## src/design/stack_cpu_defs.svh

```systemverilog
`ifndef STACK_CPU_DEFS_SVH
`define STACK_CPU_DEFS_SVH

// datapath widths
`define STACK_CPU_DATA_W 16   // data word
`define STACK_CPU_INSN_W 18   // instruction word
`define STACK_CPU_ADDR_W 14   // program and data memory address

// entries per stack, same for data and call stack
`define STACK_CPU_STACK_DEPTH 8

// register reset values
`define STACK_CPU_FP_INIT 16'h4000   // frames grow down toward 0
`define STACK_CPU_DP_INIT 16'h0100   // start of data ram

`endif

```

## src/design/stack_cpu_pkg.sv

```systemverilog
`include "stack_cpu_defs.svh"

package stack_cpu_pkg;

  typedef logic [`STACK_CPU_DATA_W-1:0] word_t;
  typedef logic [`STACK_CPU_INSN_W-1:0] insn_t;
  typedef logic [`STACK_CPU_ADDR_W-1:0] addr_t;

  // same codes as the alu field of the stack-only instructions
  typedef enum logic [5:0] {
    alu_a   = 6'h00,  // pass a
    alu_inc = 6'h01,
    alu_not = 6'h04,
    alu_b   = 6'h0f,  // pass b
    alu_and = 6'h10,
    alu_or  = 6'h11,
    alu_xor = 6'h12,
    alu_shr = 6'h14,
    alu_sar = 6'h15,
    alu_shl = 6'h16,
    alu_add = 6'h20,
    alu_sub = 6'h21,
    alu_eq  = 6'h28,
    alu_neq = 6'h29,
    alu_lt  = 6'h2a,  // signed
    alu_bt  = 6'h2c   // unsigned
  } alu_op_e;

  typedef enum logic [2:0] {
    src_a_stk0 = 3'd0,
    src_a_fp   = 3'd1,
    src_a_dp   = 3'd2,
    src_a_ip   = 3'd3,
    src_a_cstk = 3'd4,
    src_a_zero = 3'd5
  } src_a_e;

  typedef enum logic [1:0] {
    src_b_stk1 = 2'd0,
    src_b_imm  = 2'd1
  } src_b_e;

  typedef enum logic [1:0] {
    ph_fetch     = 2'd0,
    ph_exec      = 2'd1,
    ph_load_wait = 2'd2
  } phase_e;

  typedef struct packed {
    alu_op_e    alu_op;
    src_a_e     src_a;
    src_b_e     src_b;
    logic       imm_sign;   // sign extend the immediate
    logic [1:0] imm_width;  // 0 uimm16, 1 imm14, 2 imm12, 3 uimm11 with bit 0 cleared
    logic       push;       // data stack
    logic       pop;
    logic       load_stk;
    logic       cpush;      // call stack
    logic       cpop;
    logic       load_fp;
    logic       load_ip;
    logic       dmem_ren;
    logic       dmem_wen;
    logic       byt;
    logic       wr_stk1;    // store data from stack[1] instead of stack[0]
  } ctrl_t;

  typedef struct packed {
    addr_t addr;
    word_t wdata;
    logic  ren;
    logic  wen;
    logic  byt;
  } dmem_req_t;

endpackage

```

## src/design/operand_stack.sv

```systemverilog
`timescale 1ns/10ps
`include "stack_cpu_defs.svh"

module operand_stack (
  input  logic                 clk,
  input  logic                 rst,
  input  logic                 push,
  input  logic                 pop,
  input  logic                 load,
  input  stack_cpu_pkg::word_t data_in,
  output stack_cpu_pkg::word_t data0,
  output stack_cpu_pkg::word_t data1
);

  stack_cpu_pkg::word_t stk [`STACK_CPU_STACK_DEPTH];  // stk[0] is the top

  always_ff @(posedge clk or posedge rst) begin
    if (rst) begin
      for (int i = 0; i < `STACK_CPU_STACK_DEPTH; i++) begin
        stk[i] <= '0;
      end
    end else if (push) begin
      stk[0] <= data_in;
      for (int i = 1; i < `STACK_CPU_STACK_DEPTH; i++) begin
        stk[i] <= stk[i-1];  // shift down
      end
    end else if (pop) begin
      for (int i = 0; i < `STACK_CPU_STACK_DEPTH - 1; i++) begin
        stk[i] <= stk[i+1];  // shift up
      end
      stk[`STACK_CPU_STACK_DEPTH-1] <= '0;
      if (load) begin
        stk[0] <= data_in;  // binary op result replaces new top
      end
    end else if (load) begin
      stk[0] <= data_in;
    end
  end

  assign data0 = stk[0];
  assign data1 = stk[1];

endmodule

```

## config.mk

```make
export PLATFORM = sky130hd
export DESIGN_NAME = operand_stack
export DESIGN_NICKNAME = d
export VERILOG_FILES = /design/src/design/stack_cpu_pkg.sv /design/src/design/operand_stack.sv
export VERILOG_INCLUDE_DIRS = /design/src /design/src/design
export SDC_FILE = /design/constraint.sdc
export NUM_CORES = 1
export LEC_CHECK = 0
export BUFFER_PORTS_ARGS = -buffer_cell sky130_fd_sc_hd__buf_4
export CAP_MARGIN = 15
export CORE_ASPECT_RATIO = 1.2
export CORE_MARGIN = 2
export CORE_UTILIZATION = 55
export DETAILED_ROUTE_END_ITERATION = 10
export GPL_TIMING_DRIVEN = 0
export PLACE_DENSITY = 0.74
export SYNTH_ARGS = -nofsm -noshare
export SYNTH_HDL_FRONTEND = slang
export SYNTH_SLANG_ARGS = --single-unit
```

## constraint.sdc

```tcl
create_clock -name clk -period 4.12 [get_ports clk]
set_input_delay 0 -clock clk [delete_from_list [all_inputs] [get_ports clk]]
set_output_delay 0 -clock clk [all_outputs]
set_load 0.01 [all_outputs]
```

# After elaboration in Yosys (flattened, before gate mapping)
# Cells that the tools add are included.
[op_classes] mux=5 reduce_logical=2
[ops] operator="two-way mux 128 bit" n=1
[ops] operator="two-way mux 112 bit" n=1
[ops] operator="two-way mux 16 bit" n=3
[ops] operator="nonzero test 3 bit" n=1
[ops] operator="nonzero test 2 bit" n=1
[totals] out_inout_bits=32 input_bits=21 reg_bits=128

# Logic depth before layout (Yosys ltp)
[depth] word_depth=3 depth_mapped=6 depth_no_buf=2

# Worst setup path before layout
# No wires, ideal clock.
[synth_path] path_kind="input port to flip-flop" start="input port pop" end="register stk[57] (netlist bit)" slack_ns=3.307 stages=5 arrival_ns=0.681 required_time_ns=3.988 path_cell_list="buf_4 buf_8 buf_8 mux2i_1 o21ai_1"
[synth_via] elab_chain_cells=1
[synth_lines] element="start: declaration" line_no="operand_stack.sv:8" source="input logic pop,"
[synth_lines] element="nonzero test 2 bit (no line)"
[synth_lines] element="end signal: indexed assignment" line_no="operand_stack.sv:25" source="stk[i] <= stk[i-1];"
[synth_lines] element="end signal: indexed assignment" line_no="operand_stack.sv:29" source="stk[i] <= stk[i+1];"
[synth_lines] element="end: declaration" line_no="operand_stack.sv:15" source="stack_cpu_pkg::word_t stk [`STACK_CPU_STACK_DEPTH];"
# Every way passes these cells.
# A chain may end at the register's enable or synchronous reset.

# Worst setup path after layout
[layout_path] start="input port push" end="register stk, in the netlist data0[13]"
[layout_via] elab_chain_cells=1
[layout_lines] element="start: declaration" line_no="operand_stack.sv:7" source="input logic push,"
[layout_lines] element="nonzero test 3 bit (no line) or two-way mux 128 bit (tied branches)"
# Parallel ways exist; a longest one is shown, timed or not.

==> run summary <==
The placed instance count came out at 737. The quantity of gates resized following cts is 0. The final-stage net count is 671.

The clock-pin slew of the registers on the worst-case setup and hold paths came out at 0.06 ns. In this run the worst setup path begins at push. The synthesized area is 6050 sq um.

The fraction of the mapped netlist area in compound gates came out at 12.9%. The core outline area is between 10000 and 15000 sq um. Counting every net in the synthesized netlist gives 578. The tightest slew margin relative to the limit is 60.1%. The worst-margin pin slew came out at 0.598 ns. The number of vias per cell after detailed routing is roughly 5.5. After synthesis, the largest family of logic cells by area is multiplexers. For this run the aggregate overflow at the end of global routing stands at 0. STA classifies the critical path endpoint as a flip-flop. The critical path is of the in -> reg type. The total wire length after detailed routing came out at 13900 um. The arrival time of data at the critical path endpoint came out at about 1.5 ns. The clock skew came out at 0.00512 ns. The number of library cell types mapped by synthesis is 14. Ranked by total cell area, the synthesized netlist is headed by sky130_fd_sc_hd__dfrtp_1 (53%), sky130_fd_sc_hd__mux2i_1 (19%), sky130_fd_sc_hd__o21ai_1 (6.6%).

The clock passes through at most 2 buffers. The width of the die is 99.8 um. The most used flip-flop cell after synthesis is sky130_fd_sc_hd__dfrtp_1. The wire length of the first global-routing pass came out at 23500 um. For this configuration, the core starts out at a cell density of 57.0%. The total power per unit cell area came out at 504 nW/um^2. By count the netlist is led by sky130_fd_sc_hd__dfrtp_1 (128), sky130_fd_sc_hd__mux2i_1 (112), sky130_fd_sc_hd__nand2_1 (96). The number of global-route vias before repair is 4501. The die covers 11900 sq um. The filler-free cell count of the finished design is between 700 and 800.

The critical hold path startpoint is pop. The number of hold violations in the final report is 0. The area share of and/or/nand/nor cells after synthesis is 6.24%. The count of input and output buffers came out at 50. The number of clock sinks is 128. The startpoint identified for the worst register-to-register timing path is stk[33]. The dominant cell type by area after synthesis is sky130_fd_sc_hd__dfrtp_1. Setup repair after global routing left no endpoint under its margin. In this run the biggest area consumer among cell types represents between 50 and 60% of the synthesized area. The height of the chip is 119 um. The path type of the worst min-delay path is in -> reg. The post-synthesis sequential element count came out at 128. Of all flip-flops after synthesis, the portion carrying an async set or reset was between 90% and 100%. The number of ports placed on the die boundary is 53. The gate count after technology mapping came out at 557. The multiplexer area fraction after synthesis came out at 18.5%. TritonCTS built the clock tree. STA classifies the critical path startpoint as an input port. Cells with a size suffix above 1 make up ~22% of the layout.

The overall fraction of global-route tracks in use is 25.5%. The later-pin clock latency in the skew report is 0.42 ns. The pre-antenna-repair detailed-routing pass consisted of 5 iterations. The count of vias placed by the detailed router came out at 4352. The final count of negative-setup-slack endpoints is 0. The H-tree was split into 4 levels. The count of yosys warnings during synthesis came out at 0. The number of enable-type register cells in the synthesized netlist is 0. The final weighted congestion of routability-driven global placement came out at ~0.83. The worst ir drop on vdd is 0.276 mV. The max-capacitance violation count came out at 0. The number of buffers created by CTS came out at 17.

The run finished with clean final reports. The sequential share of the synthesized area came out at 52.9%. The mean cell area of the mapped netlist is 10.9 sq um. The area growth from synthesis to layout came out at 23.5%.

For the final routed database, the setup TNS stands at 0 ns. The period utilization is 28.7%. The required time of the critical path is approximately 4.5 ns. The completed layout was analyzed and its total power is 3.77 mW.

The final max-slew violation count came out at 0. The number of antenna violations at the first check in global routing was 0. Along the worst path, the maximum fanout reaches 10.

The cell with the most instances after synthesis is sky130_fd_sc_hd__dfrtp_1. The number of DRC markers in iteration 0 is 221. The share of the core filled with cells is 70.4%.

The synthesized-area fraction occupied by xor and xnor cells is 0%. The maximum number of pins on one net before global-route repair is slightly below 70. The achievable clock frequency is 0.846 GHz. The total number of placement rows came out at 41. The reported leakage power is 3.64 nW. The detailed placement HPWL came out at 9600 um.

The minimum period implied by the final worst setup slack is 1.18 ns. For this run, design rule violations remaining after detail routing come to 0. The average wire per cell in the routed design came out at 17.5 um.

The number of diodes came out at 0. In this run the remaining antenna-violating nets after routing total 0. Of the total synthesized cell area, the portion taken by full adders, half adders and majority gates is 0%. The library cell used as clock root buffer is sky130_fd_sc_hd__clkbuf_16.
-- report_power, final --
| part | switching [mW] | leakage, nW | total [mW] | internal (mW) |
|---|---|---|---|---|
| Sequential | 0.177 | 1.67 | 1.62 | 1.45 |
| Clock | 0.541 | 0.307 | 1.58 | 1.04 |
| Combinational | 0.272 | 1.66 | 0.566 | 0.294 |
| Total | 0.990 | 3.64 | 3.77 | 2.78 |
-- final cells by class --
cell class	instances	area, sq um
tap	129	161
inverter	1	8.76
multi-input combinational	354	2280
buffer	74	567
clock inverter	11	161
timing repair buffer	74	633
sequential	128	3200
fill	762	3140
clock buffer	21	460
-- flip-flops by register name, indices dropped and copies added (netlist names) --
signal,count
data0,16
data1,16
stk,96
-- path summary, 6_finish.rpt --
path | endpoint | slack, ns | cells after the start
min in group asynchronous | data0[10] | 0.21 | 3
worst max-delay path | data0[13] | 2.94 | 6
worst min register to register | stk[7] | 0.50 | 1
worst max register to register | stk[33] | 3.11 | 2
max in group asynchronous | stk[59] | 3.18 | 4
worst min-delay path | stk[13] | 0.01 | 3
-- placed cells by master, fill, tap and decap left out, drive strengths merged --
cell,instances
mux2i,112
nor2,1
bufinv,4
clkbuf,35
dfrtp,128
clkinvlp,1
dlygate4sd3,23
nand2,96
buf,111
a22o,16
or2,1
clkinv,6
o21ai,128
inv,1
-- worst max-delay path, cell delays in order --
cell                            delay [ns]
sky130_fd_sc_hd__buf_6                0.12
sky130_fd_sc_hd__buf_6                0.17
sky130_fd_sc_hd__clkbuf_1             0.42
sky130_fd_sc_hd__o21ai_0              0.16
sky130_fd_sc_hd__dlygate4sd3_1        0.59
sky130_fd_sc_hd__o21ai_1              0.07
-- routing by layer --
layer / GRT usage, % / vias to the layer above / share of wire, % / routed length, um
met1: 33.0 / 2161 / 44 / 6160
met4: 8.90 / 0 / 2.0 / 274
li1: - / 2096 / - / -
met5: 0 / - / 0 / 0
met3: 5.40 / 20 / 2.5 / 353
met2: 42.5 / 75 / 51 / 7110
-- through the flow --
step           setup WS, ns  cell area, sq um  hold WS, ns
6_report               2.94              7470       0.0136
5_1_grt                2.84              7470       0.0261
4_1_cts                2.99              7470      0.00372
3_5_place_dp           3.08              6620        0.116
3_3_place_gp         -0.679              6590        0.239
2_1_floorplan         0.707              6050        0.146
-- logic make-up (layout without fill, tap and decap cells) --
family / Yosys count / count (layout)
AO/OA/AOI/OAI: 144 / 144
AND/OR/NAND/NOR: 98 / 98
multiplexers: 112 / 112
buffers and inverters: 75 / 181
flip-flops: 128 / 128
-- repair_timing --
| action | 4_1_cts | 5_1_grt |
|---|---|---|
| hold buffers | 23 | 0 |
| endpoints found under the hold margin | 76 | 0 |
| endpoints found under the setup margin | 0 | 0 |
| buffers inserted | 0 | 0 |
Power figures use the tool's default switching activity.
