<file path="src/design/stack_cpu_defs.svh">
`ifndef STACK_CPU_DEFS_SVH
`define STACK_CPU_DEFS_SVH

// datapath widths
`define STACK_CPU_DATA_W 16   // data word
`define STACK_CPU_INSN_W 18   // instruction word
`define STACK_CPU_ADDR_W 14   // program and data memory address

// entries per stack, same for data and call stack
`define STACK_CPU_STACK_DEPTH 8

// register reset values
`define STACK_CPU_FP_INIT 16'h4000   // frames grow down toward 0
`define STACK_CPU_DP_INIT 16'h0100   // start of data ram

`endif

</file>
<file path="src/design/stack_cpu_pkg.sv">
`include "stack_cpu_defs.svh"

package stack_cpu_pkg;

  typedef logic [`STACK_CPU_DATA_W-1:0] word_t;
  typedef logic [`STACK_CPU_INSN_W-1:0] insn_t;
  typedef logic [`STACK_CPU_ADDR_W-1:0] addr_t;

  // same codes as the alu field of the stack-only instructions
  typedef enum logic [5:0] {
    alu_a   = 6'h00,  // pass a
    alu_inc = 6'h01,
    alu_not = 6'h04,
    alu_b   = 6'h0f,  // pass b
    alu_and = 6'h10,
    alu_or  = 6'h11,
    alu_xor = 6'h12,
    alu_shr = 6'h14,
    alu_sar = 6'h15,
    alu_shl = 6'h16,
    alu_add = 6'h20,
    alu_sub = 6'h21,
    alu_eq  = 6'h28,
    alu_neq = 6'h29,
    alu_lt  = 6'h2a,  // signed
    alu_bt  = 6'h2c   // unsigned
  } alu_op_e;

  typedef enum logic [2:0] {
    src_a_stk0 = 3'd0,
    src_a_fp   = 3'd1,
    src_a_dp   = 3'd2,
    src_a_ip   = 3'd3,
    src_a_cstk = 3'd4,
    src_a_zero = 3'd5
  } src_a_e;

  typedef enum logic [1:0] {
    src_b_stk1 = 2'd0,
    src_b_imm  = 2'd1
  } src_b_e;

  typedef enum logic [1:0] {
    ph_fetch     = 2'd0,
    ph_exec      = 2'd1,
    ph_load_wait = 2'd2
  } phase_e;

  typedef struct packed {
    alu_op_e    alu_op;
    src_a_e     src_a;
    src_b_e     src_b;
    logic       imm_sign;   // sign extend the immediate
    logic [1:0] imm_width;  // 0 uimm16, 1 imm14, 2 imm12, 3 uimm11 with bit 0 cleared
    logic       push;       // data stack
    logic       pop;
    logic       load_stk;
    logic       cpush;      // call stack
    logic       cpop;
    logic       load_fp;
    logic       load_ip;
    logic       dmem_ren;
    logic       dmem_wen;
    logic       byt;
    logic       wr_stk1;    // store data from stack[1] instead of stack[0]
  } ctrl_t;

  typedef struct packed {
    addr_t addr;
    word_t wdata;
    logic  ren;
    logic  wen;
    logic  byt;
  } dmem_req_t;

endpackage

</file>
<file path="src/design/alu_execute.sv">
`timescale 1ns/10ps

module alu_execute (
  input  stack_cpu_pkg::word_t a,
  input  stack_cpu_pkg::word_t b,
  input  stack_cpu_pkg::word_t imm_field,
  input  stack_cpu_pkg::ctrl_t ctrl,
  output stack_cpu_pkg::word_t alu_out
);

  stack_cpu_pkg::word_t imm;  // masked, extended immediate
  stack_cpu_pkg::word_t opb;  // operand b after source select

  always_comb begin
    case (ctrl.imm_width)
      2'd0:    imm = imm_field;
      2'd1:    imm = {{2{ctrl.imm_sign & imm_field[13]}}, imm_field[13:0]};
      2'd2:    imm = {{4{ctrl.imm_sign & imm_field[11]}}, imm_field[11:0]};
      default: imm = {4'd0, imm_field[11:1], 1'b0};  // bit 0 is the LD/ST flag
    endcase
  end

  assign opb = (ctrl.src_b == stack_cpu_pkg::src_b_imm) ? imm : b;

  // binary stack ops compute stack[1] op stack[0], i.e. b op a
  always_comb begin
    case (ctrl.alu_op)
      stack_cpu_pkg::alu_a:   alu_out = a;
      stack_cpu_pkg::alu_b:   alu_out = opb;
      stack_cpu_pkg::alu_inc: alu_out = a + 1'b1;
      stack_cpu_pkg::alu_not: alu_out = ~a;
      stack_cpu_pkg::alu_and: alu_out = opb & a;
      stack_cpu_pkg::alu_or:  alu_out = opb | a;
      stack_cpu_pkg::alu_xor: alu_out = opb ^ a;
      stack_cpu_pkg::alu_shr: alu_out = opb >> a;
      stack_cpu_pkg::alu_sar: alu_out = $signed(opb) >>> a;
      stack_cpu_pkg::alu_shl: alu_out = opb << a;
      stack_cpu_pkg::alu_add: alu_out = a + opb;    // also X+imm and branch targets
      stack_cpu_pkg::alu_sub: alu_out = opb - a;
      stack_cpu_pkg::alu_eq:  alu_out = stack_cpu_pkg::word_t'(opb == a);
      stack_cpu_pkg::alu_neq: alu_out = stack_cpu_pkg::word_t'(opb != a);
      stack_cpu_pkg::alu_lt:  alu_out = stack_cpu_pkg::word_t'($signed(opb) < $signed(a));
      stack_cpu_pkg::alu_bt:  alu_out = stack_cpu_pkg::word_t'(opb < a);
      default:                alu_out = a;  // unsupported codes behave like NOP
    endcase
  end

endmodule

</file>
<file path="config.mk">
export PLATFORM = sky130hd
export DESIGN_NAME = alu_execute
export DESIGN_NICKNAME = d
export VERILOG_FILES = /design/src/design/stack_cpu_pkg.sv /design/src/design/alu_execute.sv
export VERILOG_INCLUDE_DIRS = /design/src /design/src/design
export SDC_FILE = /design/constraint.sdc
export NUM_CORES = 1
export LEC_CHECK = 0
export BUFFER_PORTS_ARGS = -buffer_cell sky130_fd_sc_hd__buf_2
export CAP_MARGIN = 10
export CORE_UTILIZATION = 55
export DETAILED_ROUTE_END_ITERATION = 6
export PLACE_DENSITY_LB_ADDON = 0.25
export SYNTH_ARGS = -nofsm -noshare
export SYNTH_HDL_FRONTEND = slang
export SYNTH_SLANG_ARGS = --single-unit
</file>
<file path="constraint.sdc">
create_clock -name vclk -period 5.3
set_input_delay 1.06 -clock vclk [all_inputs]
set_output_delay 1.06 -clock vclk [all_outputs]
set_load 0.03 [all_outputs]
</file>
-- Word level (Yosys, flattened, before mapping)
Index checks and enable logic that the tools add are counted.
- $add $sub $neg: 3
- order comparisons: 2
- equality and inequality tests: 20
- shift-type cells: 3
- mux-type cells: 3
- bitwise gates (word level): 6
- reductions and logical operators: 1
- operator list (kind ; count):
    16-bit case mux with 15 select lines ; 1
    16-bit case mux with 3 select lines ; 1
    6-bit by 5-bit == test with 1-bit output (second input constant) ; 6
    6-bit == test (second input constant) ; 6
    16-bit < comparator ; 2
    16-bit by 1-bit adder with 16-bit output (second input constant) ; 1
    16-bit adder ; 1
    16-bit AND ; 1
    16-bit == test ; 1
    16-bit 2-to-1 mux ; 1
    16-bit != test ; 1
    16-bit NOT ; 1
    16-bit OR ; 1
    16-bit by 16-bit left shift with 16-bit output ; 1
    16-bit by 16-bit >> shifter with 16-bit output ; 1
    16-bit by 16-bit >>> shifter with 16-bit output ; 1
    16-bit subtractor ; 1
    16-bit bitwise XOR ; 1
    6-bit by 1-bit == test with 1-bit output (second input constant) ; 1
    6-bit by 3-bit == test with 1-bit output (second input constant) ; 1
    6-bit by 4-bit == test with 1-bit output (second input constant) ; 1
    2-bit by 1-bit == test with 1-bit output (second input constant) ; 2
    1-bit AND ; 2
    2-bit == test (second input constant) ; 1
    2-bit logical NOT ; 1
- register bits after elaboration: 0
- bits of input ports: 73
- output and inout port bits: 16
- word-level logic and storage cells: 38

-- Depth between registers and ports, before layout
- depth in word-level cells: 5
- depth in mapped cells: 16
- mapped depth without buffers: 15

-- Least setup slack after synthesis
OpenSTA, ideal clock, no wires.
- path kind: input to output
- start: in ctrl[21] (netlist bit)
- end: out alu_out[15]
- data arrival time: 4.228 ns
- required time: 4.240 ns
- slack: 0.012 ns
- cell stages on the path: 13
- path buffers: 2
- path through: clkbuf_1 -> nor3_1 -> nand3_1 -> clkbuf_1 -> nor2_1 -> ha_1 -> or3_1 -> or3_1 -> o2111ai_1 -> o21ai_1 -> o21a_1 -> o31a_1 -> a41oi_1
- longest elaborated chain between the ends: 2
- elaborated cells on any way between the ends: 16
- classes of those cells: eq/ne (15); mux (1)
- ends and longest elaborated chain (item ; line ; source):
    start: declaration ; alu_execute.sv:7 ; input stack_cpu_pkg::ctrl_t ctrl,
    6-bit == test, or another cell as far along ; alu_execute.sv:27 ; case (ctrl.alu_op)
    16-bit case mux with 15 select lines * ; alu_execute.sv:27 ;
    end: declaration ; alu_execute.sv:8 ; output stack_cpu_pkg::word_t alu_out
Every way passes the cells marked *; elsewhere a longest branch is shown, timed or not.

-- Final worst setup path
- start: in ctrl[22] (netlist bit)
- end: out alu_out[14]
The elaborated chain is that of the path after synthesis.

==> impl_metrics.json <==
{
  "status": "finished with violations",
  "violations": "setup timing",
  "track_usage_pct": 48.46,
  "syn2layout_area_growth_pct": 25.46,
  "gp_congestion": 1.071,
  "overflow": 0,
  "start_util_pct": 56.49,
  "cp_top_family": "simple AND/OR/NAND/NOR gates",
  "tightest_slew_ns": 0.7801,
  "nClkBuffers": 0,
  "cp.depth": 17,
  "syn_area_per_cell_um2": 6.836,
  "first_pass_iters": 6,
  "final.min_clock_period_ns": 5.315,
  "fmax_mhz": 188.1,
  "port_buffers": 75,
  "grt_max_degree": 43,
  "required_ns": 4.24,
  "yosysSeqAreaShare_pct": 0,
  "dp_hpwl_mm": 18.86,
  "cp-end-kind": "output port",
  "drive_gt1_share_pct": 28.68,
  "ys_types": 75,
  "syn_nets": 898,
  "syn_area_um2": 5195,
  "nFlopsAndLatches": 0,
  "grt_pass1_vias": 6793,
  "slew_viol_final": 0,
  "slew_headroom_pct": 47.83,
  "cp.arrival_ns": 4.26,
  "fin_nets": 1029,
  "fin_crit_sh_pct": 100.3,
  "finalSetupViolations": 1,
  "drv_cap": 0,
  "ff_latch_area_um2": 0,
  "worstSetupPathType": "input port to output port",
  "p_leak_nw": 2.814,
  "fin_ws_ns": -0.01537,
  "die_area_um2": 9838,
  "die-width_um": 99.19,
  "via_per_inst": 7.326,
  "grt_pass1_wl_mm": 37.29,
  "totalWireLength_mm": 24.25,
  "critical_path.max_fanout": 4,
  "min_path_type": "input port to output port",
  "die_h_um": 99.19,
  "final_common_cell": "buf_4",
  "crit_path_start_kind": "input port",
  "vias": 7326,
  "antenna_found_initial": 0,
  "final_cell_mix": "buf_4, nor2_1, nand2_1, buf_2, ha_1",
  "rows": 35,
  "hold_viol": 0,
  "n_antenna_cell": 0,
  "ir_worst_vdd_mv": 0.06172,
  "worst-path-buf-inv": 4,
  "pre_cts_ws_ns": -0.1102,
  "drc": 0,
  "crit_chain": "buf_2 > nor3_4 > nand3_4 > buf_6 > or2_2 > ha_2 > inv_1 > fa_2 > nor2b_2 > o2111ai_2 > nand4_1 > a41oi_2 > o21ai_2 > xnor2_1 > nor2_1 > o32a_1 > buf_4",
  "drtAntennaViolNets": 0,
  "ios": 89,
  "core_um2": 9196,
  "holdWs_ns": 2.592,
  "syn_inst": 760,
  "slowest_delay_ns": 0.35,
  "slowest_stage": "a41oi_2",
  "power_mw": 0.6309,
  "drtIter0Drc": 1008,
  "ys_warn_count": 0,
  "holdBufCountCts": 0,
  "min_delay_path_depth": 3,
  "rsz0062_at_grt": "true",
  "p_per_area_nw_per_um2": 96.80,
  "avgRoutedWirePerCell_um": 24.25
}
-- stage by stage --
step           setup TNS [ns]  std cells  instance area [µm²]  util (%)
5_1_grt               -0.1292       1000                 6518     70.87
2_1_floorplan               0        760                 5195         -
3_3_place_gp         -0.07510        993                 6247     67.93
6_report             -0.01537       1000                 6518     70.87
4_1_cts             -0.008882        993                 6277     68.26
3_5_place_dp          -0.3260        993                 6247     67.93
-- worst paths after layout --
path           to  slack (ns)      from
max   alu_out[14]       -0.02  ctrl[22]
min   alu_out[13]        2.59     a[13]
-- final cells by class --
class / count / area, µm²
inverters: 40 / 152.6
well taps: 111 / 138.9
fillers: 773 / 2679
repair buffers: 183 / 1220
multi-input cells: 666 / 5006
-- where the power goes --
group / total [mW] / internal (mW) / switching, mW
sequential: 0 / 0 / 0
combinational: 0.631 / 0.253 / 0.377
clock: 0 / 0 / 0
-- kinds of logic after synthesis --
kind of cell / after synthesis / synth area share [%]
AOI/OAI and AO/OA: 255 / 34.56
xor gates and xnor gates: 19 / 3.203
adders and majority gates: 65 / 15.94
buffers and inverters: 94 / 7.129
muxes: 38 / 11.73
and+or+nand+nor: 289 / 27.43
-- per-layer routing --
layer,part of all wire (%),GRT usage [%],vias to the layer above
li1,-,-,3157
met1,36,61.56,3357
met2,43,74.61,637
met3,13,10.89,175
met4,8.3,30.09,0
met5,0,0,-
-- synth_stat cells, drive strengths merged (5+ instances only) --
| cell | instances | area, µm² |
|---|---|---|
| nor2 | 93 | 354.1 |
| nand2 | 78 | 292.8 |
| ha | 63 | 788.3 |
| a21oi | 46 | 230.2 |
| inv | 39 | 146.4 |
| clkbuf | 37 | 138.9 |
| o21ai | 33 | 165.2 |
| nor3 | 25 | 130.1 |
| nand3 | 23 | 127.6 |
| o22ai | 19 | 118.9 |
| mux4 | 18 | 405.4 |
| a211oi | 17 | 127.6 |
| buf | 17 | 81.33 |
| mux2i | 17 | 170.2 |
| o21a | 17 | 127.6 |
| a31oi | 16 | 100.1 |
| xnor2 | 15 | 131.4 |
| o2111ai | 11 | 96.34 |
| nor2b | 10 | 62.56 |
| o211ai | 10 | 75.07 |
| o32a | 10 | 100.1 |
| a21o | 9 | 67.56 |
| nand4 | 8 | 50.05 |
| nand2b | 7 | 43.79 |
| and3 | 6 | 37.54 |
| nor4 | 6 | 67.56 |
| o221ai | 6 | 52.55 |
| o22a | 6 | 52.55 |
| o31ai | 6 | 45.04 |
| or3 | 6 | 37.54 |
| a2111oi | 5 | 43.79 |
-- repair_timing --
item	4_1_cts	5_1_grt
buffers inserted	0	7
resized for setup	6	46
hold endpoints to repair	0	0
endpoints found under the setup margin	6	10
pin swaps	1	15
No activity file was read; power rests on OpenSTA's default activity.
