==> config.mk <==
export PLATFORM = sky130hd
export DESIGN_NAME = insn_decode
export DESIGN_NICKNAME = d
export VERILOG_FILES = /design/src/design/stack_cpu_pkg.sv /design/src/design/insn_decode.sv
export VERILOG_INCLUDE_DIRS = /design/src /design/src/design
export SDC_FILE = /design/constraint.sdc
export NUM_CORES = 1
export LEC_CHECK = 0
export ABC_AREA = 1
export BUFFER_PORTS_ARGS = -buffer_cell sky130_fd_sc_hd__buf_2
export CAP_MARGIN = 20
export CORE_MARGIN = 2
export CORE_UTILIZATION = 40
export DETAILED_ROUTE_END_ITERATION = 10
export PLACE_DENSITY = 0.83
export SLEW_MARGIN = 20
export SYNTH_ARGS = -nofsm -noshare
export SYNTH_HDL_FRONTEND = slang
export SYNTH_SLANG_ARGS = --single-unit
export TNS_END_PERCENT = 50
==> constraint.sdc <==
create_clock -name clk -period 2.5 [get_ports clk]
set_input_delay 0.125 -clock clk [delete_from_list [all_inputs] [get_ports clk]]
set_output_delay 0.125 -clock clk [all_outputs]
set_load 0.01 [all_outputs]
==> src/design/stack_cpu_defs.svh <==
`ifndef STACK_CPU_DEFS_SVH
`define STACK_CPU_DEFS_SVH

// datapath widths
`define STACK_CPU_DATA_W 16   // data word
`define STACK_CPU_INSN_W 18   // instruction word
`define STACK_CPU_ADDR_W 14   // program and data memory address

// entries per stack, same for data and call stack
`define STACK_CPU_STACK_DEPTH 8

// register reset values
`define STACK_CPU_FP_INIT 16'h4000   // frames grow down toward 0
`define STACK_CPU_DP_INIT 16'h0100   // start of data ram

`endif

==> src/design/stack_cpu_pkg.sv <==
`include "stack_cpu_defs.svh"

package stack_cpu_pkg;

  typedef logic [`STACK_CPU_DATA_W-1:0] word_t;
  typedef logic [`STACK_CPU_INSN_W-1:0] insn_t;
  typedef logic [`STACK_CPU_ADDR_W-1:0] addr_t;

  // same codes as the alu field of the stack-only instructions
  typedef enum logic [5:0] {
    alu_a   = 6'h00,  // pass a
    alu_inc = 6'h01,
    alu_not = 6'h04,
    alu_b   = 6'h0f,  // pass b
    alu_and = 6'h10,
    alu_or  = 6'h11,
    alu_xor = 6'h12,
    alu_shr = 6'h14,
    alu_sar = 6'h15,
    alu_shl = 6'h16,
    alu_add = 6'h20,
    alu_sub = 6'h21,
    alu_eq  = 6'h28,
    alu_neq = 6'h29,
    alu_lt  = 6'h2a,  // signed
    alu_bt  = 6'h2c   // unsigned
  } alu_op_e;

  typedef enum logic [2:0] {
    src_a_stk0 = 3'd0,
    src_a_fp   = 3'd1,
    src_a_dp   = 3'd2,
    src_a_ip   = 3'd3,
    src_a_cstk = 3'd4,
    src_a_zero = 3'd5
  } src_a_e;

  typedef enum logic [1:0] {
    src_b_stk1 = 2'd0,
    src_b_imm  = 2'd1
  } src_b_e;

  typedef enum logic [1:0] {
    ph_fetch     = 2'd0,
    ph_exec      = 2'd1,
    ph_load_wait = 2'd2
  } phase_e;

  typedef struct packed {
    alu_op_e    alu_op;
    src_a_e     src_a;
    src_b_e     src_b;
    logic       imm_sign;   // sign extend the immediate
    logic [1:0] imm_width;  // 0 uimm16, 1 imm14, 2 imm12, 3 uimm11 with bit 0 cleared
    logic       push;       // data stack
    logic       pop;
    logic       load_stk;
    logic       cpush;      // call stack
    logic       cpop;
    logic       load_fp;
    logic       load_ip;
    logic       dmem_ren;
    logic       dmem_wen;
    logic       byt;
    logic       wr_stk1;    // store data from stack[1] instead of stack[0]
  } ctrl_t;

  typedef struct packed {
    addr_t addr;
    word_t wdata;
    logic  ren;
    logic  wen;
    logic  byt;
  } dmem_req_t;

endpackage

==> src/design/insn_decode.sv <==
`timescale 1ns/10ps

module insn_decode (
  input  logic                  clk,
  input  logic                  rst,
  input  stack_cpu_pkg::insn_t  insn,
  input  logic                  stk0_zero,
  output stack_cpu_pkg::phase_e phase,
  output stack_cpu_pkg::ctrl_t  ctrl
);

  stack_cpu_pkg::src_a_e x_base;   // X of the X+uimm12 forms
  logic                  is_load;  // LD or LD1

  // X select in insn[13:12]
  always_comb begin
    case (insn[13:12])
      2'd1:    x_base = stack_cpu_pkg::src_a_fp;
      2'd2:    x_base = stack_cpu_pkg::src_a_dp;
      default: x_base = stack_cpu_pkg::src_a_zero;  // 0, and 3 is reserved
    endcase
  end

  assign is_load = (insn[17:14] == 4'b0010) || (insn[17:14] == 4'b0100 && !insn[0]);

  // fetch -> exec -> (load_wait) -> fetch
  always_ff @(posedge clk or posedge rst) begin
    if (rst) begin
      phase <= stack_cpu_pkg::ph_fetch;
    end else begin
      case (phase)
        stack_cpu_pkg::ph_fetch: phase <= stack_cpu_pkg::ph_exec;
        stack_cpu_pkg::ph_exec:  phase <= is_load ? stack_cpu_pkg::ph_load_wait
                                                  : stack_cpu_pkg::ph_fetch;
        default:                 phase <= stack_cpu_pkg::ph_fetch;
      endcase
    end
  end

  always_comb begin
    ctrl = '0;  // pass a from stack[0], nothing enabled
    case (phase)
      stack_cpu_pkg::ph_fetch: begin
        ctrl.src_a   = stack_cpu_pkg::src_a_ip;  // ip++
        ctrl.alu_op  = stack_cpu_pkg::alu_inc;
        ctrl.load_ip = 1'b1;
      end
      stack_cpu_pkg::ph_load_wait: begin
        ctrl.push = 1'b1;  // read data arrives now
      end
      default: begin
        if (insn[17:16] == 2'b11) begin  // PUSH uimm16
          ctrl.src_a  = stack_cpu_pkg::src_a_zero;
          ctrl.src_b  = stack_cpu_pkg::src_b_imm;
          ctrl.alu_op = stack_cpu_pkg::alu_add;
          ctrl.push   = 1'b1;
        end else begin
          casez (insn[17:12])
            6'b0000??: begin  // CALL simm14, return address is ip
              ctrl.src_a     = stack_cpu_pkg::src_a_ip;
              ctrl.src_b     = stack_cpu_pkg::src_b_imm;
              ctrl.alu_op    = stack_cpu_pkg::alu_add;
              ctrl.imm_sign  = 1'b1;
              ctrl.imm_width = 2'd1;
              ctrl.load_ip   = 1'b1;
              ctrl.cpush     = 1'b1;
            end
            6'b000100, 6'b000110: begin  // JMP, JZ (bit 13 set)
              ctrl.src_a     = stack_cpu_pkg::src_a_ip;
              ctrl.src_b     = stack_cpu_pkg::src_b_imm;
              ctrl.alu_op    = stack_cpu_pkg::alu_add;
              ctrl.imm_sign  = 1'b1;
              ctrl.imm_width = 2'd2;
              ctrl.load_ip   = insn[13] ? stk0_zero : 1'b1;
              ctrl.pop       = insn[13];  // JZ drops the tested value
            end
            6'b000101: begin  // ADD fp,simm12
              ctrl.src_a     = stack_cpu_pkg::src_a_fp;
              ctrl.src_b     = stack_cpu_pkg::src_b_imm;
              ctrl.alu_op    = stack_cpu_pkg::alu_add;
              ctrl.imm_sign  = 1'b1;
              ctrl.imm_width = 2'd2;
              ctrl.load_fp   = 1'b1;
            end
            6'b001???: begin  // LD1 / ST1, bit 14 marks the store
              ctrl.src_a     = x_base;
              ctrl.src_b     = stack_cpu_pkg::src_b_imm;
              ctrl.alu_op    = stack_cpu_pkg::alu_add;
              ctrl.imm_width = 2'd2;
              ctrl.byt       = 1'b1;
              ctrl.dmem_ren  = !insn[14];
              ctrl.dmem_wen  = insn[14];
              ctrl.pop       = insn[14];  // store consumes stack[0]
            end
            6'b0100??: begin  // LD / ST, bit 0 marks the store
              ctrl.src_a     = x_base;
              ctrl.src_b     = stack_cpu_pkg::src_b_imm;
              ctrl.alu_op    = stack_cpu_pkg::alu_add;
              ctrl.imm_width = 2'd3;  // word aligned offset
              ctrl.dmem_ren  = !insn[0];
              ctrl.dmem_wen  = insn[0];
              ctrl.pop       = insn[0];
            end
            6'b0101??: begin  // PUSH X+uimm12
              ctrl.src_a     = x_base;
              ctrl.src_b     = stack_cpu_pkg::src_b_imm;
              ctrl.alu_op    = stack_cpu_pkg::alu_add;
              ctrl.imm_width = 2'd2;
              ctrl.push      = 1'b1;
            end
            6'b011100: begin
              if (!insn[11]) begin
                // stack-only ops: push/pop bits and alu field straight from insn
                ctrl.alu_op   = stack_cpu_pkg::alu_op_e'(insn[5:0]);
                ctrl.push     = insn[7];
                ctrl.pop      = insn[6];
                ctrl.load_stk = 1'b1;
              end else if (insn[3:0] == 4'd0) begin  // RET
                ctrl.src_a   = stack_cpu_pkg::src_a_cstk;
                ctrl.load_ip = 1'b1;
                ctrl.cpop    = 1'b1;
              end
            end
            default: ;  // reserved and binop forms run as NOP
          endcase
        end
      end
    endcase
  end

endmodule

# Word level (Yosys, flattened, before mapping)
# Cells that the tools add are included.
# totals
in_bits	21
output_inout_bits	27
word_cells	61
reg_bits	2
# op_classes
n_eq_ne	13
reduce_logical	14
mux	33
# ops
operator	count
one-hot mux 9 bit (4 select lines)	1
== test 6 x 3 -> 1 bit (second input constant)	3
one-hot mux 9 bit (2 select lines)	1
two-way mux 3 bit	5
two-way mux 1 bit	11
two-way mux 11 bit	1
two-way mux 5 bit	2
two-way mux 9 bit	1
== test 4 x 3 -> 1 bit (second input constant)	2
logical NOT 4 bit	2
one-hot mux 2 bit (2 select lines)	2
OR reduction 7 bit	1
== test 2 bit (second input constant)	3
== test 6 x 5 -> 1 bit (second input constant)	1
two-way mux 6 bit	1
one-hot mux 1 bit (2 select lines)	3
one-hot mux 2 bit (3 select lines)	1
one-hot mux 3 bit (2 select lines)	1
OR reduction 3 bit	2
OR reduction 5 bit	1
== test 2 x 1 -> 1 bit (second input constant)	2
== test 4 x 2 -> 1 bit (second input constant)	1
one-hot mux 1 bit (4 select lines)	1
OR reduction 2 bit	2
8 further kinds	9

# Longest topological paths before layout
# logic_depth
depth_word	6
mapped_depth	10
ltp_nobuf	10

# Worst setup path after synthesis
# Ideal clock, no wire load.
# synth_timing
path_type	register to output
from	reg phase[0]
to	out ctrl[18] in the netlist's numbering
stages_incl_launch_ff	4
setup_slack_ps	1324
n_path_buf	1
required_time_ps	2375
arrival_ps	1051
path_cell_list	dfrtp_1 -> inv_1 -> clkbuf_1 -> a21oi_1
# synth_rtl
item	line	text
start, declared	insn_decode.sv:8	output stack_cpu_pkg::phase_e phase,
start signal, assigned	insn_decode.sv:29	phase <= stack_cpu_pkg::ph_fetch;
start signal, assigned	insn_decode.sv:32	stack_cpu_pkg::ph_fetch: phase <= stack_cpu_pkg::ph_exec;
start signal, assigned	insn_decode.sv:33	stack_cpu_pkg::ph_exec: phase <= is_load ? stack_cpu_pkg::ph_load_wait
end, declared	insn_decode.sv:9	output stack_cpu_pkg::ctrl_t ctrl

==> out/metrics.cfg <==
[routing]
dr.pass1.iters = 4
drc = 0
vias_per_cell = 4.85
drt-wirelength-per-cell_um = 10.2
vias = 795
drt_iter0_drc = 15
routed_wl_um = 1680
drtAntennaViolNets = 0

[final_layout]
area_growth_pct = 43.8
final_nets = 176
regMostFlops = phase
layout_commonest_cell = buf_2
final_util = 0.622
layout_common_cells = buf_2, nand2_1, nor2_1
post-route-cell-area_um2 = 810
reg_top3 = phase (2)
n_fill_cell = 144
largest_reg_flops = 2
finalNonFillerCells = 164
drive_above_1_share = 0.403
n_antenna_cell = 0

[grt]
grt_util_all_layers = 0.201
overflow = 0
grt_max_degree = 14
antenna_found_initial = 0
grt_first_pass_wirelength_um = 2840
grt_pass1_vias = 689

[cts]
worstSkewPairLatency_ns = 0.22
cts_made_buffers = 3
root_buffer = clkbuf_4
postCtsResizedCells = 0
cts_hold_buf = 1
clock_sinks = 2
cts_tree = done
cts_max_level = 1
post_cts_buffers = 0
clk_pin_slew_ns = 0.03
cts_max_path_buffers = 2

[timing]
fin_setup_tns_ns = 0
fmax_mhz = 601
rsz0062_at_grt = no
setup_viol = 0
hold_viol = 0
period_needed_ns = 1.66
slew_violations = 0
final.setup_skew_ns = 0.000779
period_share = 0.665

[power_and_ir_drop]
p_per_area_mw_per_mm2 = 508
total_power_uw = 411
vdd_drop_max_uv = 359
leakage_uw = 0.000545

[flow_run]
maxCapViolations = 0

[yosys]
syn_area_um2 = 563
synth_seq_cells = 2
yosysUniqueCellTypes = 23
yosys_warnings = 0
syn_avg_cell_area_um2 = 5.36
synth_cells = 105
seq_area_frac_synth = 0.0889

[setup_path]
reg2regPathDepth = 2
worstSetupPathType = reg2out
timing.rr.start = phase[0]
cp.required_ns = 2.38
critical_path.max_fanout = 13
arrival_ns = 1.54
reg2reg_slack_ns = 1.42
worstSetupStartpoint = phase[0]
regToRegEndpoint = phase[1]
worstSetupStartpointType = flip-flop
end_kind = output pin
crit_path_end = ctrl[12]

[floorplanning]
die_area_mm2 = 0.00172
ios = 48
num_rows = 13
die_width_um = 41.5
core_area_mm2 = 0.00130
die_y_um = 41.5
initial_core_util = 0.433

[placement]
dp_cells = 160
placed_area_um2 = 777
place_hpwl_um = 1420
gp_congestion = 0.853
portBuffers = 42

[run_status]
status = finished, final reports clean

[worst_hold_path]
hp-class = in2async

-- cells in the mapped netlist --
master / n / area, µm²
nand2_1: 22 / 82.6
nor2_1: 19 / 71.3
inv_1: 18 / 67.6
nand3_1: 8 / 40.0
a21oi_1: 6 / 30.0
nor2_2: 5 / 31.3
ha_1: 4 / 50.1
inv_2: 3 / 11.3
buf_4: 2 / 15.0
dfrtp_1: 2 / 50.1
nand2_2: 2 / 12.5
nand3_2: 2 / 20.0
nor2_4: 2 / 22.5
a31oi_1: 1 / 6.26
clkbuf_1: 1 / 3.75
conb_1: 1 / 3.75
nand2_4: 1 / 11.3
nand4_1: 1 / 6.26
nor3_1: 1 / 5.00
nor4_1: 1 / 6.26
o21ai_0: 1 / 5.00
o21ai_1: 1 / 5.00
o22ai_1: 1 / 6.26
-- cell families after synthesis --
family                   share of synthesized area
flip-flops                                  0.0889
other                                      0.00666
AO/OA/AOI/OAI                               0.0933
AND/OR/NAND/NOR                              0.549
buffers and inverters                        0.173
adder cells (fa/ha/maj)                     0.0889
-- worst max-delay path, cell delays in order, from the launching register on --
cell	delay, ns
dfrtp_1	0.49
inv_1	0.27
a21oi_1	0.24
o21ai_0	0.13
inv_1	0.07
buf_2	0.12
-- per-stage QoR --
step                hold slack [ns]  setup slack (ns)
floorplan                    -0.134              1.32
global placement            -0.0265              1.11
detailed placement          -0.0197              1.07
CTS                           0.291             0.827
global route                  0.316             0.656
finish                        0.296             0.837
-- power breakdown --
group          switching (µW)  internal [µW]  leakage [µW]
Sequential               21.3           41.9     0.0000255
Clock                    19.2           53.0     0.0000138
Combinational             175            101      0.000506
Total                     215            196      0.000545
-- cell type report --
class                   count  area, µm²  area share
inverters                  21       78.8      0.0974
clock buffers               3       22.5      0.0278
well taps                  15       18.8      0.0232
multi-input cells          80        419       0.518
repair buffers             43        220       0.272
flip-flops and latches      2       50.0      0.0618
-- layer usage --
metal / GRT usage / wire length [µm] / vias up
li1: - / - / 408
met1: 0.255 / 736 / 360
met2: 0.353 / 863 / 25
met3: 0.0130 / 65 / 2
met4: 0.0710 / 13 / 0
met5: 0 / 0 / -
-- how the worst min path moves through the flow --
stage                     endpoint  slack (ns)  from  cells past startpoint
after global placement    phase[1]       -0.03   rst                      2
after global routing      phase[0]        0.32   rst                      3
after floorplan           phase[0]       -0.13   rst                      1
final                     phase[0]        0.30   rst                      3
after detailed placement  phase[1]       -0.02   rst                      2
after CTS                 phase[0]        0.29   rst                      3
No activity file was read; power rests on OpenSTA's default activity.
