**config.mk**
```make
export PLATFORM = sky130hd
export DESIGN_NAME = mem_result
export DESIGN_NICKNAME = d
export VERILOG_FILES = /design/src/design/stack_cpu_pkg.sv /design/src/design/mem_result.sv
export VERILOG_INCLUDE_DIRS = /design/src /design/src/design
export SDC_FILE = /design/constraint.sdc
export NUM_CORES = 1
export LEC_CHECK = 0
export ABC_AREA = 0
export BUFFER_PORTS_ARGS = -buffer_cell sky130_fd_sc_hd__buf_4
export CORE_ASPECT_RATIO = 1.2
export CORE_MARGIN = 3
export CORE_UTILIZATION = 24
export DETAILED_ROUTE_END_ITERATION = 8
export PLACE_DENSITY = 0.83
export SKIP_CTS_REPAIR_TIMING = 1
export SLEW_MARGIN = 25
export SYNTH_ARGS = -nofsm -noshare
export SYNTH_HDL_FRONTEND = slang
export SYNTH_SLANG_ARGS = --single-unit
```
**constraint.sdc**
```tcl
create_clock -name clk -period 1.1 [get_ports clk]
set_input_delay 0.165 -clock clk [delete_from_list [all_inputs] [get_ports clk]]
set_output_delay 0.165 -clock clk [all_outputs]
set_load 0.01 [all_outputs]
```
**src/design/stack_cpu_defs.svh**
```systemverilog
`ifndef STACK_CPU_DEFS_SVH
`define STACK_CPU_DEFS_SVH

// datapath widths
`define STACK_CPU_DATA_W 16   // data word
`define STACK_CPU_INSN_W 18   // instruction word
`define STACK_CPU_ADDR_W 14   // program and data memory address

// entries per stack, same for data and call stack
`define STACK_CPU_STACK_DEPTH 8

// register reset values
`define STACK_CPU_FP_INIT 16'h4000   // frames grow down toward 0
`define STACK_CPU_DP_INIT 16'h0100   // start of data ram

`endif

```
**src/design/stack_cpu_pkg.sv**
```systemverilog
`include "stack_cpu_defs.svh"

package stack_cpu_pkg;

  typedef logic [`STACK_CPU_DATA_W-1:0] word_t;
  typedef logic [`STACK_CPU_INSN_W-1:0] insn_t;
  typedef logic [`STACK_CPU_ADDR_W-1:0] addr_t;

  // same codes as the alu field of the stack-only instructions
  typedef enum logic [5:0] {
    alu_a   = 6'h00,  // pass a
    alu_inc = 6'h01,
    alu_not = 6'h04,
    alu_b   = 6'h0f,  // pass b
    alu_and = 6'h10,
    alu_or  = 6'h11,
    alu_xor = 6'h12,
    alu_shr = 6'h14,
    alu_sar = 6'h15,
    alu_shl = 6'h16,
    alu_add = 6'h20,
    alu_sub = 6'h21,
    alu_eq  = 6'h28,
    alu_neq = 6'h29,
    alu_lt  = 6'h2a,  // signed
    alu_bt  = 6'h2c   // unsigned
  } alu_op_e;

  typedef enum logic [2:0] {
    src_a_stk0 = 3'd0,
    src_a_fp   = 3'd1,
    src_a_dp   = 3'd2,
    src_a_ip   = 3'd3,
    src_a_cstk = 3'd4,
    src_a_zero = 3'd5
  } src_a_e;

  typedef enum logic [1:0] {
    src_b_stk1 = 2'd0,
    src_b_imm  = 2'd1
  } src_b_e;

  typedef enum logic [1:0] {
    ph_fetch     = 2'd0,
    ph_exec      = 2'd1,
    ph_load_wait = 2'd2
  } phase_e;

  typedef struct packed {
    alu_op_e    alu_op;
    src_a_e     src_a;
    src_b_e     src_b;
    logic       imm_sign;   // sign extend the immediate
    logic [1:0] imm_width;  // 0 uimm16, 1 imm14, 2 imm12, 3 uimm11 with bit 0 cleared
    logic       push;       // data stack
    logic       pop;
    logic       load_stk;
    logic       cpush;      // call stack
    logic       cpop;
    logic       load_fp;
    logic       load_ip;
    logic       dmem_ren;
    logic       dmem_wen;
    logic       byt;
    logic       wr_stk1;    // store data from stack[1] instead of stack[0]
  } ctrl_t;

  typedef struct packed {
    addr_t addr;
    word_t wdata;
    logic  ren;
    logic  wen;
    logic  byt;
  } dmem_req_t;

endpackage

```
**src/design/mem_result.sv**
```systemverilog
`timescale 1ns/10ps

module mem_result (
  input  logic                 clk,
  input  logic                 rst,
  input  stack_cpu_pkg::ctrl_t ctrl,
  input  stack_cpu_pkg::addr_t addr,
  input  stack_cpu_pkg::word_t stk0,
  input  stack_cpu_pkg::word_t stk1,
  input  stack_cpu_pkg::word_t alu_out,
  input  stack_cpu_pkg::word_t dmem_rdata,
  output stack_cpu_pkg::word_t wdata,
  output stack_cpu_pkg::word_t stack_in
);

  stack_cpu_pkg::word_t st_word;  // store data before lane shift
  logic ren_d;                    // read issued last cycle
  logic byt_d;
  logic a0_d;                     // byte lane of that read

  assign st_word = ctrl.wr_stk1 ? stk1 : stk0;
  assign wdata   = (ctrl.byt && addr[0]) ? {st_word[7:0], 8'h00} : st_word;  // odd -> high lane

  always_ff @(posedge clk or posedge rst) begin
    if (rst) begin
      ren_d <= 1'b0;
      byt_d <= 1'b0;
      a0_d  <= 1'b0;
    end else begin
      ren_d <= ctrl.dmem_ren;
      byt_d <= ctrl.byt;
      a0_d  <= addr[0];
    end
  end

  // loaded byte comes back zero extended
  always_comb begin
    if (!ren_d) stack_in = alu_out;
    else if (!byt_d) stack_in = dmem_rdata;
    else if (a0_d) stack_in = {8'h00, dmem_rdata[15:8]};
    else stack_in = {8'h00, dmem_rdata[7:0]};
  end

endmodule

```
======== Yosys cells after proc, flatten, opt, wreduce, memory -nomap -nowiden ========
Index checks and enable logic that the tools add are counted.
storage, ports and cells
  bits in registers ....................... 3
  input port bits ......................... 105
  output and inout bits ................... 32
  logic and storage cells ................. 9
operators by class
  muxes and demuxes ....................... 5
  reduce and logical (&&, ||, !) cells .... 1
operators with widths
  operator           number
  $mux 16            4
  $mux 8             1
  $logic_and 1x1->1  1

======== Logic depth before layout (Yosys ltp) ========
Gate-level depths: netlist (run 1).
  word-level depth ........................ 3
  gate-level depth with buffers ........... 4
  depth with buffers taken out ............ 2

======== Worst setup path after synthesis (run 1) ========
Ideal clock, no wire load.
  kind .................................... reg2out
  start point ............................. register a0_d
  end point ............................... output port stack_in[6]
  arrival ................................. 1.117 ns
  required time ........................... 0.935 ns
  slack ................................... -0.182 ns
  cell stages (with the launch flop) ...... 5
  buffers on the path ..................... 2
  path through ............................ dfrtp_1 clkbuf_1 buf_2 a21bo_2 a31oi_1
on the way
  cells in the longest elaborated chain, start to end .. 3
RTL lines
  element                 RTL line          text
  start, declared         mem_result.sv:19  logic a0_d;
  start signal, assigned  mem_result.sv:32  a0_d <= addr[0];
  $mux 8                  mem_result.sv:40  else if (a0_d) stack_in = {8'h00, dmem_rdata[15:8]};
  $mux 16                 mem_result.sv:39  else if (!byt_d) stack_in = dmem_rdata;
  $mux 16                 mem_result.sv:38  if (!ren_d) stack_in = alu_out;
  end, declared           mem_result.sv:13  output stack_cpu_pkg::word_t stack_in
No other way between the ends.

======== Worst setup path after layout (run 1) ========
  start point ............................. register a0_d
  end point ............................... output port stack_in[0]
The elaborated chain is that of the path after synthesis.

==> impl_metrics.yaml, run 1 <==
global_route:
  antenna_found_initial: 0
  grt_max_degree: 17
  first_global_vias: 1134
  grt_first_pass_wirelength_mm: 4.65
  grt_use_total: 0.157
  grt-ovfl-total: 0
run:
  drv_cap: 0
floorplanning:
  die_h_um: 67.5
  dieWidth_um: 57.2
  coreArea_um2: 2890
  dieArea_um2: 3860
  rows: 21
  start_util: 0.261
  io-pin-count: 137
hold_path:
  hold_class: "input pin to register"
  hold_start: "ctrl[3]"
  hold_depth: 1
setup_path:
  cp_top_family: "flip-flops"
  cp-end-kind: "output pin"
  cp.required_ns: 0.94
  critical_path_depth: 4
  critical_path.max_fanout: 8
  crit_buf_inv: 2
  max_stage_delay_ns: 0.43
  critical_path_class: "register to output pin"
  path_cells: "buf_12 > a21bo_2 > a31oi_1 > buf_4"
  critPathLaunch: "a0_d"
  cp-start-kind: "register"
  crit_slowest_cell: "dfrtp_2"
  arrival_ns: 1.38
synth:
  synth_largest_area_cell: "mux4_1"
  yosysSeqAreaShare: 0.0993
  yosys_most_used_dff: "dfrtp_1"
  synth_cell_types: 18
  synth-xor-area-share: 0
  synth-simple-area-share: 0.154
  synth_adder_area_share: 0
  syn-cell-area_um2: 756
  syn-num-nets: 188
  synthArstFlopShare: 1.00
  synthMuxAreaShare: 0.374
  synth-warning-count: 0
  syn_area_per_cell_um2: 9.11
  yosys-top-cells-area: "mux4_1 21%, a21bo_2 11%, mux2i_1 11%"
  synth_edf_count: 0
  synth_top_area_frac: 0.209
  synth_compound_area_frac: 0.265
  synth.most_common_cell: "nor2_1"
  synth_top_family_by_area: "multiplexers"
  syn_inst: 83
  synth_seq_cells: 3
  synthTopCellsByCount: "16 x nor2_1, 8 x a21bo_2, 8 x a31oi_1, 8 x mux2i_1, 8 x nand3_1"
placed_design:
  numPortBuffers: 101
  gp_congestion: 0.798
  hpwl_mm: 2.75
  place_area_um2: 1650
  preCtsSetupSlack_ns: -0.227
  dp.cells: 220
detailed_routing:
  first_pass_iters: 4
  vias_per_cell: 5.04
  wl_per_cell_um: 15.2
  via_count: 1159
  drtAntennaViolNets: 0
  drt_iter0_drc: 27
  routed_wl_mm: 3.49
  drc_errors: 0
clock_tree:
  cts_sinks: 3
  h-tree-depth: 1
  cts_tree: "built"
  clk_pin_slew_worst_paths_ns: 0.04
  cts_root_buf: "clkbuf_4"
  clockBufferDepth: 2
  cts_inserted_buffers: 3
power:
  ir_drop_mv: 0.465
  finalPower_mw: 1.13
  cellPowerDensity_nw_per_um2: 609
  p_leak_nw: 0.929
timing:
  holdWs_ns: 0.0301
  fin_tns_setup_ns: -6.46
  fmax_mhz: 646
  relSlewSlack: 0.831
  tightest_slew_ns: 0.247
  maxSlewViolCount: 0
  setup_viol: 24
  finalHoldViolations: 0
  min_period_ns: 1.55
  layout_worst_path_cycle_share: 1.41
  grt_setup_unrepaired: "yes"
  setup_slack_ns: -0.448
outcome:
  outcome: "finished, violations left"
  violations: "setup timing"
final_layout:
  final_util: 0.643
  drive_gt1_frac: 0.755
  finalNetCount: 302
  final_cells: 230
  finalInstanceArea_um2: 1860
  area_delta_synth_final_pct: 146
  diodes: 0
-- cells by family (layout without fill, tap and decap cells) --
logic type	count (synthesis)	in the layout
AO/OA/AOI/OAI	24	24
buffers and inverters	13	126
flip-flops	3	3
multiplexers	16	16
AND/OR/NAND/NOR	27	27
-- placed cells by master (no fill, tap or decap), types with 3 or more instances in the layout --
cell,n
clkbuf_4,3
a22o_1,7
a31oi_1,6
nor2_1,14
buf_12,3
buf_6,16
buf_4,97
a21bo_2,6
mux2i_1,8
nand3_1,7
mux4_2,6
dfrtp_2,3
-- state kept, by name, summed over array words and instances, names as in the netlist --
| name | count |
|---|---|
| byt_d | 1 |
| a0_d | 1 |
| ren_d | 1 |
-- final timing paths --
| path | end |
|---|---|
| max in group asynchronous | ren_d |
| worst max-delay path | stack_in[0] |
| min in group asynchronous | byt_d |
| worst min-delay path | ren_d |
-- routing by layer --
layer,vias up,share of wire,global-route usage
li1,547,-,-
met1,524,0.34,0.143
met2,86,0.51,0.293
met3,2,0.15,0.0860
met4,0,0.0060,0.0522
met5,-,0,0
-- area by class of cell --
class | instances | area [µm²]
clock buffers | 4 | 26.3
fillers | 258 | 1030
inverters | 2 | 7.51
multi-input cells | 67 | 666
flip-flops and latches | 3 | 78.8
well taps | 34 | 42.5
repair buffers | 120 | 1040
-- power by group --
group | leakage (nW) | internal, mW | total (mW) | switching (mW)
clock network | 0.0150 | 0.137 | 0.214 | 0.0763
logic | 0.882 | 0.507 | 0.790 | 0.283
registers | 0.0320 | 0.118 | 0.128 | 0.0106
(Power assumes the default switching activity.)
==> inputs of run 2 (changes only) <==
--- a/config.mk
+++ b/config.mk
@@ -9,9 +9,11 @@
 export ABC_AREA = 0
 export BUFFER_PORTS_ARGS = -buffer_cell sky130_fd_sc_hd__buf_4
+export CELL_PAD_IN_SITES_DETAIL_PLACEMENT = 0
+export CELL_PAD_IN_SITES_GLOBAL_PLACEMENT = 1
 export CORE_ASPECT_RATIO = 1.2
 export CORE_MARGIN = 3
-export CORE_UTILIZATION = 24
+export CORE_UTILIZATION = 14
 export DETAILED_ROUTE_END_ITERATION = 8
-export PLACE_DENSITY = 0.83
+export PLACE_DENSITY = 0.84
 export SKIP_CTS_REPAIR_TIMING = 1
 export SLEW_MARGIN = 25
==> constraint.sdc (replaced) <==
create_clock -name clk -period 1.1 [get_ports clk]
set_input_delay 0.165 -clock clk [delete_from_list [all_inputs] [get_ports clk]]
set_output_delay 0.165 -clock clk [all_outputs]
set_load 0.1 [all_outputs]
==> impl_metrics.yaml, run 2 (same netlist as run 1, synthesis figures left out) <==
outcome:
  outcome: "finished, violations left"
  violations: "setup timing"
detailed_routing:
  drt_iter0_drc: 22
  drtAntennaViolNets: 0
  dr_wl_met3_um: 418
  met2_length_mm: 2.19
  wl_met1_mm: 1.16
  routed_wl_mm: 3.77
  vias_per_cell: 4.36
  via_count: 1150
  first_pass_iters: 3
  drc_errors: 0
  wl_per_cell_um: 14.3
  top_layer_used: "met3"
timing:
  tightest_slew_ns: 0.258
  layout_worst_path_cycle_share: 1.39
  min_period_ns: 1.53
  grt_setup_unrepaired: "yes"
  maxSlewViolCount: 0
  finalHoldViolations: 0
  setup_slack_ns: -0.429
  fmax_mhz: 654
  relSlewSlack: 0.823
  setup_viol: 32
clock_tree:
  cts_root_buf: "clkbuf_8"
  cts_inserted_buffers: 3
  cts_sinks: 3
  cts_tree: "built"
  h-tree-depth: 1
  clockBufferDepth: 2
  clk_pin_slew_worst_paths_ns: 0.03
placed_design:
  place_area_um2: 1960
  numPortBuffers: 101
  dp.cells: 253
  hpwl_mm: 3.00
  gp_congestion: 0.723
setup_path:
  cp.required_ns: 0.94
  max_stage_delay_ns: 0.43
  critical_path_depth: 4
  critical_path.max_fanout: 5
  arrival_ns: 1.36
  cp-end-kind: "output pin"
  crit_buf_inv: 2
  critical_path_class: "register to output pin"
  cp-start-kind: "register"
  path_cells: "nor2b_2 > buf_4 > a22o_4 > buf_12"
  cp_top_family: "flip-flops"
  crit_slowest_cell: "dfrtp_2"
power:
  p_leak_nw: 1.12
  pwr-share-clk: 0.133
  comb_power_share: 0.814
  ir_drop_mv: 0.487
  finalPower_mw: 2.36
  cellPowerDensity_nw_per_um2: 930
  seqPwrFrac: 0.053
  p_int_mw: 1.17
  switchingPower_mw: 1.19
  netSwitchingFraction: 0.504
final_layout:
  diodes: 0
  area_delta_synth_final_pct: 235
  finalNetCount: 310
  fill_cells: 452
  final_util: 0.499
  final_cell_mix: "81 x buf_4, 30 x buf_12, 14 x buf_6"
  reg.largest.list: "a0_d x1, byt_d x1, ren_d x1"
  final_common_cell: "buf_4"
  final_cells: 264
  finalInstanceArea_um2: 2530
  drive_gt1_frac: 0.873
hold_path:
  hold_class: "input pin to register"
  hold_path_end: "ren_d"
  hold_start: "ctrl[3]"
  hold_depth: 1
global_route:
  grt_use_total: 0.102
  first_global_vias: 1179
  antenna_found_initial: 0
  grt-ovfl-total: 0
  grt_first_pass_wirelength_mm: 5.19
  grt_max_degree: 17
floorplanning:
  coreArea_um2: 5080
  dieArea_um2: 6320
  die_h_um: 86.5
  start_util: 0.149
  dieWidth_um: 73.1
  rows: 28
  io-pin-count: 137
run:
  drv_cap: 0
==> run 2: worst max path at each step <==
stage	start	endpoint	slack, ns
floorplan	byt_d	stack_in[7]	-0.50
global placement	ren_d	stack_in[8]	-0.31
detailed placement	ren_d	stack_in[8]	-0.35
CTS	ren_d	stack_in[8]	-0.58
global route	byt_d	stack_in[7]	-0.46
finish	ren_d	stack_in[10]	-0.43
==> run 2: area by class of cell <==
class	instances	area, µm²	area share
Timing Repair Buffer	128	1420	0.559
Multi-Input combinational cell	67	908	0.359
Sequential cell	3	77.6	0.0306
Tap cell	60	75.1	0.0296
Clock buffer	4	45.0	0.0178
Inverter	2	11.3	0.00444
==> run 2: metrics by stage <==
step | setup TNS, ns | hold WS (ns) | worst slack (ns)
final | -7.90 | 0.0610 | -0.429
after CTS | -12.06 | -0.173 | -0.578
after global routing | -8.82 | 0.0527 | -0.462
after floorplan | -7.14 | -0.0814 | -0.495
after detailed placement | -8.42 | 0.0511 | -0.347
after global placement | -7.88 | 0.0445 | -0.306
==> run 2: layer usage <==
layer / global-route usage / vias up
li1: - / 561
met1: 0.109 / 532
met2: 0.194 / 57
met3: 0.0360 / 0
met4: 0.0101 / 0
met5: 0 / -
==> run 2: power groups by stage <==
stage / Sequential [mW] / Combinational, mW / Clock [mW]
after floorplan: 0.120 / 1.17 / 0
after global placement: 0.124 / 1.57 / 0
after detailed placement: 0.125 / 1.58 / 0
after CTS: 0.124 / 1.58 / 0.324
after global routing: 0.126 / 1.98 / 0.343
final: 0.126 / 1.92 / 0.313
